**src/source/cache_pkg.sv**
```systemverilog
package cache_pkg;

    // address split and line geometry.
    localparam int tag_bits = 5;
    localparam int index_bits = 8;
    localparam int offset_bits = 3;
    localparam int word_bits = 16;
    localparam int words_per_line = 4;
    localparam int mem_read_latency = 2;

    localparam int addr_bits = tag_bits + index_bits + offset_bits;
    localparam int num_lines = 1 << index_bits;
    localparam int word_sel_bits = $clog2(words_per_line);

    // banked view of the same address.
    localparam int bank_bits = word_sel_bits;
    localparam int row_bits = addr_bits - bank_bits - 1;
    localparam int bank_depth = 1 << row_bits;

    typedef struct packed {
        logic [tag_bits-1:0] tag;
        logic [index_bits-1:0] index;
        logic [offset_bits-1:0] offset;
    } cache_fields_t;

    typedef struct packed {
        logic [row_bits-1:0] row;
        logic [bank_bits-1:0] bank;
        logic byte_sel;
    } bank_fields_t;

    typedef union packed {
        cache_fields_t cache_view;
        bank_fields_t bank_view;
    } cache_addr_t;

    typedef enum logic [3:0] {
        st_idle = 4'b0000,
        st_wb0 = 4'b0001,
        st_wb1 = 4'b0010,
        st_wb2 = 4'b0011,
        st_wb3 = 4'b0100,
        st_fill0 = 4'b0101,
        st_fill1 = 4'b0110,
        st_fill2 = 4'b0111,
        st_fill3 = 4'b1000,
        st_fill4 = 4'b1001,
        st_fill5 = 4'b1010,
        st_done = 4'b1100
    } ctrl_state_t;

endpackage

```
**src/source/cache_lookup.sv**
```systemverilog
`timescale 1ns/1ns

module cache_lookup import cache_pkg::*; (
    input logic clk,
    input logic rst,
    input cache_addr_t req_addr,
    input logic tag_write,
    input logic dirty_set,
    input logic dirty_clear,
    output logic hit,
    output logic valid,
    output logic dirty,
    output logic [tag_bits-1:0] victim_tag
);

    logic [tag_bits-1:0] tags [num_lines];
    logic [num_lines-1:0] valid_bits;
    logic [num_lines-1:0] dirty_bits;
    logic [index_bits-1:0] index;
    logic [tag_bits-1:0] req_tag;

    assign index = req_addr.cache_view.index;
    assign req_tag = req_addr.cache_view.tag;

    // stored line state at the request index.
    assign victim_tag = tags[index];
    assign valid = valid_bits[index];
    assign dirty = dirty_bits[index];
    assign hit = valid && (victim_tag == req_tag);

    // new tag goes in when a fill completes.
    always_ff @(posedge clk) begin
        if (tag_write) begin
            tags[index] <= req_tag;
        end
    end

    always_ff @(posedge clk) begin
        if (rst) begin
            valid_bits <= '0;
        end else if (tag_write) begin
            valid_bits[index] <= 1'b1;
        end
    end

    // a finished fill always leaves the line clean.
    always_ff @(posedge clk) begin
        if (rst) begin
            dirty_bits <= '0;
        end else if (dirty_clear) begin
            dirty_bits[index] <= 1'b0;
        end else if (dirty_set) begin
            dirty_bits[index] <= 1'b1;
        end
    end

endmodule

```
**config.mk**
```make
export PLATFORM = sky130hd
export DESIGN_NAME = cache_lookup
export DESIGN_NICKNAME = d
export VERILOG_FILES = /design/src/source/cache_pkg.sv /design/src/source/cache_lookup.sv
export SDC_FILE = /design/constraint.sdc
export NUM_CORES = 2
export LEC_CHECK = 0
export ABC_AREA = 0
export BUFFER_PORTS_ARGS = -buffer_cell sky130_fd_sc_hd__buf_2
export CORE_ASPECT_RATIO = 1.75
export CORE_MARGIN = 5
export CORE_UTILIZATION = 45
export CTS_CLUSTER_DIAMETER = 50
export CTS_CLUSTER_SIZE = 12
export DETAILED_ROUTE_END_ITERATION = 10
export GPL_TIMING_DRIVEN = 0
export PLACE_DENSITY = 0.69
export SLEW_MARGIN = 0
export SYNTH_ARGS = -nofsm -noshare
export SYNTH_HDL_FRONTEND = slang
export SYNTH_SLANG_ARGS = --single-unit
```
**constraint.sdc**
```tcl
create_clock -name clk -period 2.7 [get_ports clk]
set_input_delay 0.135 -clock clk [delete_from_list [all_inputs] [get_ports clk]]
set_output_delay 0.135 -clock clk [all_outputs]
set_load 0.01 [all_outputs]
```
# After elaboration in Yosys (flattened, before gate mapping)
# Memory sizes are Yosys's and may differ from the RTL's.
# Cells that the tools add are included.
[totals] register_bits=512 ramBits=1280 in_bits=21 output_inout_bits=8 elab_cells=23 mem_count=1
[memory_table] memory="tags" depth=256 width=5 read_ports=1 rd_ports_with_merged_regs=0 write_ports=1 line_no="cache_lookup.sv:16" source="logic [tag_bits-1:0] tags [num_lines];"
[op_classes] n_lt_le_gt_ge=2 n_eq_ne=1 mux=10 n_bitwise=4 n_reduce_logical=3
[ops] cell="256-bit 2-to-1 mux" count=2
[ops] cell="256-bit bitwise OR" count=2
[ops] cell="256-bit bitwise AND" count=1
[ops] cell="256-bit inverter" count=1
[ops] cell="1-bit binary-select mux with 8-bit select" count=2
[ops] cell="8-bit by 9-bit less-than comparator with 1-bit output (second input constant)" count=1
[ops] cell="1-bit demux with 8-bit select" count=1
[ops] cell="8-bit by 1-bit >= comparator with 1-bit output (second input constant)" count=1
[ops] cell="5-bit == test" count=1
[ops] cell="1-bit 2-to-1 mux" count=5
[ops] cell="1-bit logical AND" count=2
[ops] cell="2-bit nonzero test" count=1

# Longest topological paths before layout
[depth] ltp_word=7 mapped_depth=15

# Least setup slack after synthesis
# OpenSTA, ideal clock, no wires.
[synth_timing] path_kind="input to output" startpoint="input port req_addr[3] (netlist name)" endpoint="output port hit" t_arrival_ps=2533 required_time_ps=2565 path_slack_ps=32 stages=12 path_cell_list="buf_6 buf_12 buf_12 buf_12 buf_8 mux4_2 a2111oi_0 nand3_1 a21oi_1 o21ai_0 mux2i_1 nor4_2"
[synth_between] elab_chain_len=3 word_cells_on_any_way=5
[synth_lines] item="start, declared" line_no="cache_lookup.sv:6" source="input cache_addr_t req_addr,"
[synth_lines] item="memory read 256 x 5 bit / 1-bit binary-select mux with 8-bit select (equally long branches)"
[synth_lines] item="5-bit == test / 1-bit 2-to-1 mux (equally long branches)" line_no="cache_lookup.sv:29, cache_lookup.sv:27"
[synth_lines] item="1-bit logical AND *" line_no="cache_lookup.sv:29" source="assign hit = valid && (victim_tag == req_tag);"
[synth_lines] item="end, declared" line_no="cache_lookup.sv:10" source="output logic hit,"
# Every way passes the cells marked *; elsewhere a longest branch is shown, timed or not. The select of a mux whose other input is x is not followed.

# Worst setup path after layout
[layout_timing] startpoint="input port req_addr[8] (netlist name)" endpoint="output port hit"
# The elaborated chain is that of the path after synthesis.

==> key figures <==
Clock tree
  – Clk sinks: 1792
  – Bufs on Longest Clock Path: 4
  – Worst-path clk slew: approximately 0.060 ns
  – CTS tree: yes
  – Clock Latency Late Sink: 0.86 ns
  – Root Driver: clkbuf_16
  – Num CTS Buffers: roughly 180
  – Max H-tree Level: 4

Timing
  – Fmax: between 200 and 250 MHz
  – Relative slew slack: -7.84%
  – WHS: around 0.1 ns
  – Setup tns final: -31.17 ns
  – Tcrit/Tclk final: 150%
  – Unrepaired setup endpoints after global routing: true
  – Final hold vios: 0
  – Worst-Margin Slew: between 1.5 and 2 ns
  – Fin crit period: between 4 and 5 ns
  – Final setup fails: ~500
  – Slew Limit Fails: 23
  – Worst setup margin: -1.35 ns
  – Final Skew: 0 ns

Die
  – Initial Utilization: approximately 45%
  – # IOs: 29
  – CORE AREA: between 150000 and 200000 um2
  – Die Area: between 150000 and 200000 um2
  – Row count: 194
  – Die width: approximately 310 um
  – DIE HEIGHT: roughly 540 um

Synthesis
  – Most common cell in the netlist: edfxtp_1
  – Ys Warns: 0
  – Synth Flop Type: edfxtp_1
  – Synth top cells by count: 1280 x edfxtp_1, 782 x nor2_1, 512 x dfxtp_1
  – Register area share after synthesis: 67.7%
  – Syn Nets: 4740
  – Top-area cell type share of the netlist area: a little over half
  – Syn avg cell area: around 15 um2
  – Top cells by area in the synthesized netlist: edfxtp_1 53%, dfxtp_1 14%, mux4_2 11%, nor2_1 4.1%, mux2i_1 2.9%
  – Synthesized flop and latch total: roughly 1800
  – Cell variety after synth: 80
  – Cell Area, Synth: between 70000 and 80000 um2
  – Post-synth EDFFs: 1280
  – Post-synth top area cell: edfxtp_1
  – Cells after synthesis: 4719
  – Synth async-reset ratio: 0%

Routing
  – Final antenna-violating net count: 0
  – DR WL/cell: roughly 45 um
  – DRC errors left: 0
  – Via density per instance: 6.94
  – Total wire length: ~330000 um
  – Detailed-router iteration count before antenna repair: 9
  – DR iter-0 viols: a little under 8000
  – Vias: about 50000

Power and ir drop
  – Static Leak: around 27 nW
  – Share of power burned in registers: between 50% and 60%
  – PD cells: 687 nW/um2
  – Sw Ratio: between 20% and 30%
  – Int Power: about 43 mW
  – Clock share of power: between 40% and 50%
  – Comb power frac: under 10%
  – Final Total Pwr: 57.7 mW
  – NetSw: about 14 mW
  – Worst IR Drop VDD: between 0.0005 and 0.0006 V

Cells and area
  – Fill count: 12900
  – Final net count: around 5000
  – Final core occ: between 50% and 60%
  – Area growth syn-to-layout: 16.7%
  – Share of cells above drive strength 1: approximately a quarter
  – Non-filler cells, final: between 7000 and 8000

Placed design
  – Cells after DPL: ~6800
  – Final GP Congestion: 1.08
  – IO buf count: 22
  – Final HPWL DP: 223000 um

Setup path
  – CP Capture Type: output pin
  – Worst R2R Path Depth: 2
  – Worst path bufs/invs: 7
  – Slowest stage cell, crit path: nand4b_1
  – CP arrival: 3.92 ns
  – FF-to-FF setup slack: roughly 1.9 ns
  – Kind of critical path: input pin to output pin
  – CP peak stage delay: ~0.58 ns
  – Crit path cell chain: buf_2 -> clkbuf_2 -> buf_4 -> nand2_2 -> clkbuf_4 -> o22ai_2 -> nand4b_1 -> a211oi_4 -> buf_6 -> buf_4 -> nand3b_1 -> o311ai_1 -> nand4_1 -> nor4_2 -> buf_2
  – Crit Path Max Fanout: 10
  – CP Launch Type: input pin
  – WP data required: about 2.6 ns
  – Top cell family by delay on the critical path: buffers and inverters

Worst hold path
  – Cell count of the worst hold path: 5
  – Min-Delay Path Class: input pin to register
  – Worst hold start: req_addr[9]

Global route
  – Largest net degree at the start of global routing: roughly 150
  – Vias in the first global route: roughly 47000
  – Grt total ovfl: 0
  – GRT Total Usage: around two fifths
  – Initial antenna violation count: 23
  – First-pass GRT wire length: ~430000 um

Status
  – Status: finished with violations
  – Failing checks: max-capacitance violations, max-slew violations, negative setup slack

Run
  – Max Cap Viol: 2
-- cell type report --
type	instances	area [um2]	area share, %
flip-flops and latches	1792	48700	58.0
multi-input cells	2527	22900	27.2
clock buffers	298	4980	5.93
plain buffers	388	3410	4.06
well taps	2058	2570	3.07
repair buffers	106	1150	1.37
clock inverters	12	158	0.188
diodes	34	85.1	0.101
inverters	10	45.0	0.0537
-- cells by family (layout without fill, tap and decap cells) --
logic type | Yosys count | count (layout) | share of synthesized area, %
XOR/XNOR | 2 | 2 | 0.0244
multiplexers | 614 | 614 | 15.4
flip-flops | 1792 | 1792 | 67.7
AND/OR/NAND/NOR | 1111 | 1111 | 6.53
buffers and inverters | 400 | 814 | 2.95
other | 0 | 34 | 0
AO/OA/AOI/OAI | 800 | 800 | 7.44
-- worst max path at each step --
stage          depth (start not counted)    startpoint  slack, ns  end
2_1_floorplan                         12   req_addr[3]       0.03  hit
3_3_place_gp                          12   req_addr[8]      -3.90  hit
3_5_place_dp                          14   req_addr[4]      -3.64  hit
4_1_cts                                8  tags[187][4]      -1.31  hit
5_1_grt                               11  tags[103][4]      -1.37  hit
6_report                              15   req_addr[8]      -1.35  hit
-- metrics by stage --
stage	cell area [um2]	setup slack, ns
floorplan	71900	0.0317
global placement	74600	-3.90
detailed placement	75000	-3.64
CTS	83400	-1.31
global route	83900	-1.37
finish	83900	-1.35
-- placed cells by master, fill, tap and decap left out, drive strengths merged, types with 11 or more instances in the layout --
| master | Yosys | routed |
|---|---|---|
| nor3 | 22 | 22 |
| edfxtp | 1280 | 1280 |
| buf | 137 | 243 |
| diode | 0 | 34 |
| o21ba | 18 | 18 |
| nand2b | 17 | 17 |
| nor2b | 29 | 29 |
| nand3 | 53 | 53 |
| a21oi | 285 | 285 |
| nand2 | 104 | 104 |
| and3 | 44 | 44 |
| mux2i | 206 | 206 |
| dfxtp | 512 | 512 |
| o22ai | 28 | 28 |
| mux2 | 29 | 29 |
| nor4 | 12 | 12 |
| nand4 | 18 | 18 |
| nor2 | 782 | 782 |
| a31oi | 14 | 14 |
| clkbuf | 253 | 544 |
| inv | 10 | 18 |
| o21ai | 26 | 26 |
| a22oi | 74 | 74 |
| a2111oi | 11 | 11 |
| a211oi | 275 | 275 |
| mux4 | 379 | 379 |
-- power groups by stage --
| stage | Sequential, mW | Clock, mW | Combinational (mW) |
|---|---|---|---|
| global route | 29.5 | 24.2 | 4.81 |
| floorplan | 30.1 | 0 | 1.73 |
| CTS | 29.5 | 23.1 | 4.62 |
| global placement | 30.2 | 0 | 4.02 |
| detailed placement | 30.1 | 0 | 4.10 |
| finish | 29.5 | 23.3 | 4.94 |
-- tightest hold or removal path, cell delays in order --
cell      delay (ns)
buf_2           0.25
nor4b_4         0.16
buf_6           0.17
a21oi_1         0.13
a211oi_1        0.05
-- routing by layer --
layer	GRT usage [%]	vias up	part of all wire, %
li1	-	18900	-
met1	40.3	25200	30
met2	59.9	4474	46
met3	10.3	1537	11
met4	39.8	6	14
met5	0.489	-	0.045
-- what timing repair did --
item,4_1_cts,5_1_grt
endpoints found under the hold margin,536,0
resized for setup,784,113
buffers inserted,55,6
pin swaps,39,11
endpoints found under the setup margin,1714,594
hold buffers,6,0
Power figures use the tool's default switching activity.
