$ cat config.mk
export PLATFORM = sky130hd
export DESIGN_NAME = cache_controller_flat
export DESIGN_NICKNAME = d
export VERILOG_FILES = /design/src/source/cache_pkg.sv /design/src/source/mem_bus_if.sv /design/src/source/cache_controller.sv /design/src/flat_wrapper.sv
export SDC_FILE = /design/constraint.sdc
export NUM_CORES = 1
export LEC_CHECK = 0
export ABC_AREA = 1
export BUFFER_PORTS_ARGS = -buffer_cell sky130_fd_sc_hd__buf_2
export CELL_PAD_IN_SITES_DETAIL_PLACEMENT = 1
export CELL_PAD_IN_SITES_GLOBAL_PLACEMENT = 2
export CORE_UTILIZATION = 17
export CTS_CLUSTER_DIAMETER = 80
export CTS_CLUSTER_SIZE = 10
export DETAILED_ROUTE_END_ITERATION = 8
export HOLD_SLACK_MARGIN = 0.08
export PLACE_DENSITY_LB_ADDON = 0.1
export SYNTH_ARGS = -nofsm -noshare
export SYNTH_HDL_FRONTEND = slang
export SYNTH_SLANG_ARGS = --single-unit
$ cat constraint.sdc
create_clock -name clk -period 2.5 [get_ports clk]
set_input_delay 0.25 -clock clk [delete_from_list [all_inputs] [get_ports clk]]
set_output_delay 0.25 -clock clk [all_outputs]
set_load 0.01 [all_outputs]
$ cat src/source/cache_pkg.sv
package cache_pkg;

    // address split and line geometry.
    localparam int tag_bits = 5;
    localparam int index_bits = 8;
    localparam int offset_bits = 3;
    localparam int word_bits = 16;
    localparam int words_per_line = 4;
    localparam int mem_read_latency = 2;

    localparam int addr_bits = tag_bits + index_bits + offset_bits;
    localparam int num_lines = 1 << index_bits;
    localparam int word_sel_bits = $clog2(words_per_line);

    // banked view of the same address.
    localparam int bank_bits = word_sel_bits;
    localparam int row_bits = addr_bits - bank_bits - 1;
    localparam int bank_depth = 1 << row_bits;

    typedef struct packed {
        logic [tag_bits-1:0] tag;
        logic [index_bits-1:0] index;
        logic [offset_bits-1:0] offset;
    } cache_fields_t;

    typedef struct packed {
        logic [row_bits-1:0] row;
        logic [bank_bits-1:0] bank;
        logic byte_sel;
    } bank_fields_t;

    typedef union packed {
        cache_fields_t cache_view;
        bank_fields_t bank_view;
    } cache_addr_t;

    typedef enum logic [3:0] {
        st_idle = 4'b0000,
        st_wb0 = 4'b0001,
        st_wb1 = 4'b0010,
        st_wb2 = 4'b0011,
        st_wb3 = 4'b0100,
        st_fill0 = 4'b0101,
        st_fill1 = 4'b0110,
        st_fill2 = 4'b0111,
        st_fill3 = 4'b1000,
        st_fill4 = 4'b1001,
        st_fill5 = 4'b1010,
        st_done = 4'b1100
    } ctrl_state_t;

endpackage

$ cat src/source/mem_bus_if.sv
`timescale 1ns/1ns

interface mem_bus_if import cache_pkg::*; ();

    cache_addr_t mem_addr;
    logic read_mem;
    logic write_mem;
    logic [word_bits-1:0] mem_wdata;
    logic [word_bits-1:0] mem_rdata;
    // word of the line addressed during a burst.
    logic [word_sel_bits-1:0] array_offset;
    // high while the array sources write-back data.
    logic array_write;

    modport controller (
        output mem_addr,
        output read_mem,
        output write_mem,
        output array_offset,
        output array_write
    );

    modport memory (
        input mem_addr,
        input read_mem,
        input write_mem,
        input mem_wdata,
        output mem_rdata
    );

    modport array (
        input array_offset,
        input array_write,
        input mem_rdata,
        output mem_wdata
    );

endinterface

$ cat src/source/cache_controller.sv
`timescale 1ns/1ns

module cache_controller import cache_pkg::*; (
    input logic clk,
    input logic rst,
    input logic wb_cyc,
    input logic wb_stb,
    input logic wb_we,
    input cache_addr_t wb_adr,
    input logic hit,
    input logic valid,
    input logic dirty,
    input logic [tag_bits-1:0] victim_tag,
    output logic wb_ack,
    output logic tag_write,
    output logic dirty_set,
    output logic dirty_clear,
    output logic cpu_write,
    output logic fill_write,
    mem_bus_if.controller mem
);

    ctrl_state_t state;
    ctrl_state_t next_state;
    logic request;
    logic [word_sel_bits-1:0] wb_beat;
    logic [3:0] fill_beat;
    logic [word_sel_bits-1:0] fill_word;

    assign request = wb_cyc && wb_stb;

    // beat numbers follow from the contiguous state encoding.
    assign wb_beat = word_sel_bits'(state - st_wb0);
    assign fill_beat = 4'(state - st_fill0);
    assign fill_word = word_sel_bits'(fill_beat);

    always_ff @(posedge clk) begin
        if (rst) begin
            state <= st_idle;
        end else begin
            state <= next_state;
        end
    end

    always_comb begin
        next_state = state;
        wb_ack = 1'b0;
        tag_write = 1'b0;
        dirty_set = 1'b0;
        dirty_clear = 1'b0;
        cpu_write = 1'b0;
        fill_write = 1'b0;
        mem.mem_addr = '0;
        mem.read_mem = 1'b0;
        mem.write_mem = 1'b0;
        mem.array_offset = '0;
        mem.array_write = 1'b0;

        case (state)
            st_idle: begin
                if (request) begin
                    if (hit) begin
                        wb_ack = 1'b1;
                        cpu_write = wb_we;
                        dirty_set = wb_we;
                    end else if (valid && dirty) begin
                        next_state = st_wb0;
                    end else begin
                        next_state = st_fill0;
                    end
                end
            end

            // victim words go out to the address of the old tag.
            st_wb0, st_wb1, st_wb2, st_wb3: begin
                mem.write_mem = 1'b1;
                mem.array_write = 1'b1;
                mem.array_offset = wb_beat;
                mem.mem_addr.cache_view.tag = victim_tag;
                mem.mem_addr.cache_view.index = wb_adr.cache_view.index;
                mem.mem_addr.cache_view.offset = {wb_beat, 1'b0};
                if (state == st_wb3) begin
                    next_state = st_fill0;
                end else begin
                    next_state = ctrl_state_t'(state + 4'd1);
                end
            end

            // reads lead the array writes by the memory latency.
            st_fill0, st_fill1, st_fill2, st_fill3, st_fill4, st_fill5: begin
                if (fill_beat < words_per_line) begin
                    mem.read_mem = 1'b1;
                    mem.mem_addr.cache_view.tag = wb_adr.cache_view.tag;
                    mem.mem_addr.cache_view.index = wb_adr.cache_view.index;
                    mem.mem_addr.cache_view.offset = {fill_word, 1'b0};
                end
                if (fill_beat >= mem_read_latency) begin
                    fill_write = 1'b1;
                    mem.array_offset = word_sel_bits'(fill_beat - mem_read_latency);
                end
                if (state == st_fill5) begin
                    tag_write = 1'b1;
                    dirty_clear = 1'b1;
                    next_state = st_idle;
                end else begin
                    next_state = ctrl_state_t'(state + 4'd1);
                end
            end

            default: begin
                next_state = st_idle;
            end
        endcase
    end

endmodule

$ cat src/flat_wrapper.sv
// flat-port wrapper written by rule: the top's interface ports become plain ports
module cache_controller_flat import cache_pkg::*;
  (clk, rst, wb_cyc, wb_stb, wb_we, wb_adr, hit, valid, dirty, victim_tag, wb_ack, tag_write, dirty_set, dirty_clear, cpu_write, fill_write, mem_mem_addr, mem_read_mem, mem_write_mem, mem_array_offset, mem_array_write);
  mem_bus_if mem_i ();
  input logic clk;
  input logic rst;
  input logic wb_cyc;
  input logic wb_stb;
  input logic wb_we;
  input cache_addr_t wb_adr;
  input logic hit;
  input logic valid;
  input logic dirty;
  input logic [tag_bits-1:0] victim_tag;
  output logic wb_ack;
  output logic tag_write;
  output logic dirty_set;
  output logic dirty_clear;
  output logic cpu_write;
  output logic fill_write;
  output wire logic [$bits(mem_i.mem_addr)-1:0] mem_mem_addr;
  output wire logic [$bits(mem_i.read_mem)-1:0] mem_read_mem;
  output wire logic [$bits(mem_i.write_mem)-1:0] mem_write_mem;
  output wire logic [$bits(mem_i.array_offset)-1:0] mem_array_offset;
  output wire logic [$bits(mem_i.array_write)-1:0] mem_array_write;
  assign mem_mem_addr = mem_i.mem_addr;
  assign mem_read_mem = mem_i.read_mem;
  assign mem_write_mem = mem_i.write_mem;
  assign mem_array_offset = mem_i.array_offset;
  assign mem_array_write = mem_i.array_write;
  cache_controller u_core (.clk(clk), .rst(rst), .wb_cyc(wb_cyc), .wb_stb(wb_stb), .wb_we(wb_we), .wb_adr(wb_adr), .hit(hit), .valid(valid), .dirty(dirty), .victim_tag(victim_tag), .wb_ack(wb_ack), .tag_write(tag_write), .dirty_set(dirty_set), .dirty_clear(dirty_clear), .cpu_write(cpu_write), .fill_write(fill_write), .mem(mem_i));
endmodule
## After elaboration in Yosys (flattened, before gate mapping)

Cells that the tools add are included.

- Logic and storage cells: 48
- Input bits: 29
- Register bits after elaboration: 4

- $lt $le $gt $ge: 2
- Mux-type cells: 23
- Reductions and logical operators: 6
- Add/sub/neg operators: 4
- Equal/unequal tests: 12

Operators with widths:

| kind | count |
|---|---|
| $pmux W16 S2 | 1 |
| $eq A4 B3 Y1 const B | 4 |
| $mux W16 | 1 |
| $mux W4 | 4 |
| $mux W1 | 13 |
| $eq A4 B4 Y1 const B | 3 |
| $pmux W4 S3 | 1 |
| $eq A4 B2 Y1 const B | 2 |
| $reduce_or A6 Y1 | 1 |
| $add A4 B1 Y4 const B | 1 |
| $eq A4 B1 Y1 const B | 1 |
| $ge A4 B2 Y1 const B | 1 |
| $logic_not A4 Y1 | 1 |
| $lt A4 B3 Y1 const B | 1 |
| $pmux W2 S2 | 1 |
| $reduce_or A4 Y1 | 1 |
| $sub A4 B3 Y4 const B | 1 |
| $mux W3 | 1 |
| $logic_and A1 B1 Y1 | 2 |
| $mux W2 | 1 |
| $ne A2 B1 Y1 const B | 1 |
| $ne A2 B2 Y1 const B | 1 |
| $reduce_and A2 Y1 | 1 |
| $sub A2 B1 Y2 const B | 1 |
| $sub A2 B2 Y2 const B | 1 |

## Longest topological paths before layout

- Depth after elaboration: 5
- Gate-level depth with buffers: 11

## Least setup slack after synthesis

OpenSTA, ideal clock, no wires.

- Path kind: register to output
- Start point: register u_core.state[0]
- End point: output port mem_mem_addr[10]
- Setup slack: 0.710 ns
- Buffers on the path: 1
- Arrival: 1.540 ns
- Cell stages (with the launch flop): 10
- Required time: 2.250 ns
- Cells stage by stage: dfxtp_1 clkbuf_2 inv_1 ha_1 nor2_1 nand2_1 nand2_1 nand2_2 nor2_4 nor2_1

- Longest elaborated chain between the ends: 4
- Elaborated cells between the ends (all ways): 16
- Classes of those cells: add/sub: 1; order compare: 1; eq/ne: 10; mux: 2; reduce/logical: 2

Ends and longest elaborated chain:

| what | line | RTL |
|---|---|---|
| from (decl) | cache_controller.sv:23 | `ctrl_state_t state;` |
| from (signal assigned) | cache_controller.sv:39 | `state <= st_idle;` |
| from (signal assigned) | cache_controller.sv:41 | `state <= next_state;` |
| $sub A4 B3 Y4 | cache_controller.sv:34 | `assign fill_beat = 4'(state - st_fill0);` |
| $lt A4 B3 Y1 | cache_controller.sv:91 | `if (fill_beat < words_per_line) begin` |
| $mux W16 | cache_controller.sv:91 |  |
| $pmux W16 S2 (*) | cache_controller.sv:59 | `case (state)` |
| to (decl) | flat_wrapper.sv:21 | `output wire logic [$bits(mem_i.mem_addr)-1:0] mem_mem_addr;` |

Every way passes the cells marked *; elsewhere a longest branch is shown, timed or not.

## Final worst setup path

- Start point: register u_core.state[0]
- End point: output port mem_mem_addr[1]

Same word-level chain as after synthesis.

==> metrics.log <==
INFO  metric cts_buffers = 3
INFO  metric fin_total_pwr = between 1 and 1.5 mW
INFO  metric tritoncts_num_sinks = 4
INFO  metric reg2reg_from = u_core.state[0]$_SDFFE_PP0P_
INFO  metric clkLatencyLatePin = 0.22 ns
INFO  metric count_of_fill_cells_added_during_filler_insertion = between 500 and 600
INFO  metric layout_common_cells = sky130_fd_sc_hd__buf_2 (51), sky130_fd_sc_hd__nand2_1 (42), sky130_fd_sc_hd__inv_1 (21)
INFO  metric postCtsSetupBuffers = 0
INFO  metric grt_first_pass_wirelength = 3.91 mm
INFO  metric cts.clk_slew.worst_paths = approximately 0.030 ns
INFO  metric synth.avg_cell_area = between 5 and 6 µm²
INFO  metric holdPathStages = 2
INFO  metric end_kind = output port
INFO  metric cts_tree = built
INFO  metric final_hold_vio_count = 0
INFO  metric ctsLongestPathBuffers = 2
INFO  metric ioPinCount = 56
INFO  metric grtUsageTotal = a little under an eighth
INFO  metric finalNetCount = 210
INFO  metric worstHoldPathType = in2reg
INFO  metric period_needed = 2.17 ns
INFO  metric regToRegSetupSlack = 0.82 ns
INFO  metric final_layout_size_suffix_gt1_share = 36.8%
INFO  metric drt_drc_violations_left = 0
INFO  metric dp_hpwl = 1.95 mm
INFO  metric fp.dieW = 64.6 µm
INFO  metric reg2reg_depth = 11
INFO  metric outcome = finished clean
INFO  metric synth_area = 667 µm²
INFO  metric dr.first_iter.drc_count = 16
INFO  metric grt_start_max_net_pins = 11
INFO  metric flip_flop_count_of_the_largest_register_after_layout = 4
INFO  metric initial_antenna_violation_count = 0
INFO  metric number_of_antenna_repair_diodes = 0
INFO  metric floorplan.die_area = 4180 µm²
INFO  metric worst_clock_skew = 0.000124 ns
INFO  metric timing.setup.tns = 0 ns
INFO  metric leakage = around 0.63 nW
INFO  metric final_setup_viols = 0
INFO  metric min_to = u_core.state[1]$_SDFFE_PP0P_
INFO  metric yosys_register_bits = 4
INFO  metric initial_core_utilization = between 10% and 20%
INFO  metric vias = about 880
INFO  metric startpoint_type = flop
INFO  metric portBuffers = ~50
INFO  metric netlist_instances = 124
INFO  metric largest_register = u_core.state
INFO  metric grt_pass1_vias = 914
INFO  metric report.final.slew_viol_count = 0
INFO  metric setup.worst_path.start = u_core.state[0]$_SDFFE_PP0P_
INFO  metric global_route.overflow_total = 0
INFO  metric drt-total-wl = between 2 and 2.5 mm
INFO  metric synthToLayoutAreaGrowth = 49.0%
INFO  metric hold_start = rst
INFO  metric cts_htree_levels = 1
INFO  metric routabilityCongestion = just over 0.7
INFO  metric timing.max_cap.violations = 0
INFO  metric yosysSeqAreaShare = 12.0%
INFO  metric worstSetupPathType = reg2out
INFO  metric row_count = 22
INFO  metric fmax = about 0.46 GHz
INFO  metric timing.critical_path.fanout_max = 10
INFO  metric library_cells_used_by_synthesis = 22
INFO  metric r2r_end = u_core.state[1]$_SDFFE_PP0P_
INFO  metric core_area = roughly 3700 µm²
INFO  metric mostFrequentLayoutCell = sky130_fd_sc_hd__buf_2
INFO  metric worstPathArrival = 1.92 ns
INFO  metric powerDensity = between 1000 and 1500 nW/µm²
INFO  metric drt_first_pass_iters = 4
INFO  metric setup_repair_after_global_routing_missed_its_margin = false
INFO  metric detail-route-antenna-nets = 0
INFO  metric synth_fp_nets = between 150 and 200
INFO  metric routed_wire_length_per_instance = 10.0 µm
INFO  metric vias_per_cell = 3.98
INFO  metric yosys_warnings = 0
INFO  metric power.ir.vdd_worst = between 0.0003 and 0.0004 V
INFO  metric cp_data_required_time = 2.25 ns
INFO  metric dieHeight = 64.6 µm
INFO  metric largestRegisters = u_core.state x4
INFO  metric fraction_of_the_cycle_the_final_worst_path_needs = ~87%
INFO  metric root_buffer_cell = sky130_fd_sc_hd__clkbuf_8
-- through the flow --
step	hold WS (ns)	setup slack (ns)	instance area [µm²]	util, %	std cells
after detailed placement	0.468	0.436	951	25.6	219
after floorplan	0.319	0.710	667	-	124
after CTS	0.243	0.198	992	26.7	222
after global placement	0.462	0.448	951	25.6	219
final	0.238	0.332	993	26.7	222
after global routing	0.244	0.109	993	26.7	222
-- layout make-up --
cell class	instances	area [µm²]	share of cell area (%)
Clock buffer	3	41.3	4.16
Inverter	23	86.3	8.69
Multi-Input combinational cell	91	454	45.7
Sequential cell	4	81.3	8.19
Tap cell	48	60.1	6.05
Timing Repair Buffer	53	270	27.2
-- timing repair --
action,4_1_cts,5_1_grt
endpoints found under the setup margin,0,6
endpoints found under the hold margin,0,0
resized for setup,0,1
hold buffers,0,0
-- metal layers --
metal | vias to the layer above | part of all wire, % | global-route usage (%)
li1 | 462 | - | -
met1 | 385 | 44 | 13.7
met2 | 34 | 48 | 21.3
met3 | 2 | 7.4 | 3.17
met4 | 0 | 0.41 | 2.50
met5 | - | 0 | 0
-- cells in the mapped netlist, drive strengths merged --
library cell / instances / area share [%]
nand2: 44 / 26
inv: 23 / 13
nor2: 21 / 15
buf: 5 / 6.2
ha: 5 / 9.4
nand3: 5 / 3.8
o21ai: 5 / 3.8
dfxtp: 4 / 12
a21oi: 3 / 2.3
xor2: 2 / 2.6
and2: 1 / 0.94
clkbuf: 1 / 0.75
conb: 1 / 0.56
nor3: 1 / 0.75
nor4: 1 / 0.94
o211ai: 1 / 1.1
xnor2: 1 / 1.3
-- kinds of logic (layout without fill, tap and decap cells) --
logic type	Yosys count	after routing	synth area share (%)
AO/OA/AOI/OAI	9	9	7.13
adder cells (fa/ha/maj)	5	5	9.38
AND/OR/NAND/NOR	73	73	47.1
buffers and inverters	29	79	19.9
other	1	1	0.562
XOR/XNOR	3	3	3.94
flip-flops	4	4	12.0
-- critical path, cell delays in order (launching register included) --
cell                      delay (ns)
sky130_fd_sc_hd__dfxtp_1        0.31
sky130_fd_sc_hd__buf_4          0.17
sky130_fd_sc_hd__ha_1           0.21
sky130_fd_sc_hd__nor2_1         0.17
sky130_fd_sc_hd__nand2_1        0.09
sky130_fd_sc_hd__nand2_1        0.08
sky130_fd_sc_hd__nand2_2        0.08
sky130_fd_sc_hd__inv_2          0.10
sky130_fd_sc_hd__nor2_4         0.07
sky130_fd_sc_hd__nor2_4         0.21
sky130_fd_sc_hd__nor2_1         0.06
sky130_fd_sc_hd__buf_2          0.14
-- report_power, final --
part | leakage, nW | switching, mW | total [mW] | internal, mW
logic | 0.574 | 0.495 | 0.805 | 0.310
registers | 0.0331 | 0.0261 | 0.107 | 0.0808
clock network | 0.0216 | 0.0342 | 0.137 | 0.103
total | 0.629 | 0.556 | 1.05 | 0.494
-- worst max-delay path by stage --
stage	cells after the start	end	slack, ns
4_1_cts	11	mem_mem_addr[1]	0.20
5_1_grt	11	mem_mem_addr[7]	0.11
3_3_place_gp	11	mem_mem_addr[1]	0.45
2_1_floorplan	9	mem_mem_addr[10]	0.71
6_report	11	mem_mem_addr[1]	0.33
3_5_place_dp	11	mem_mem_addr[1]	0.44
Note: power is estimated with default switching activity, not from simulation.
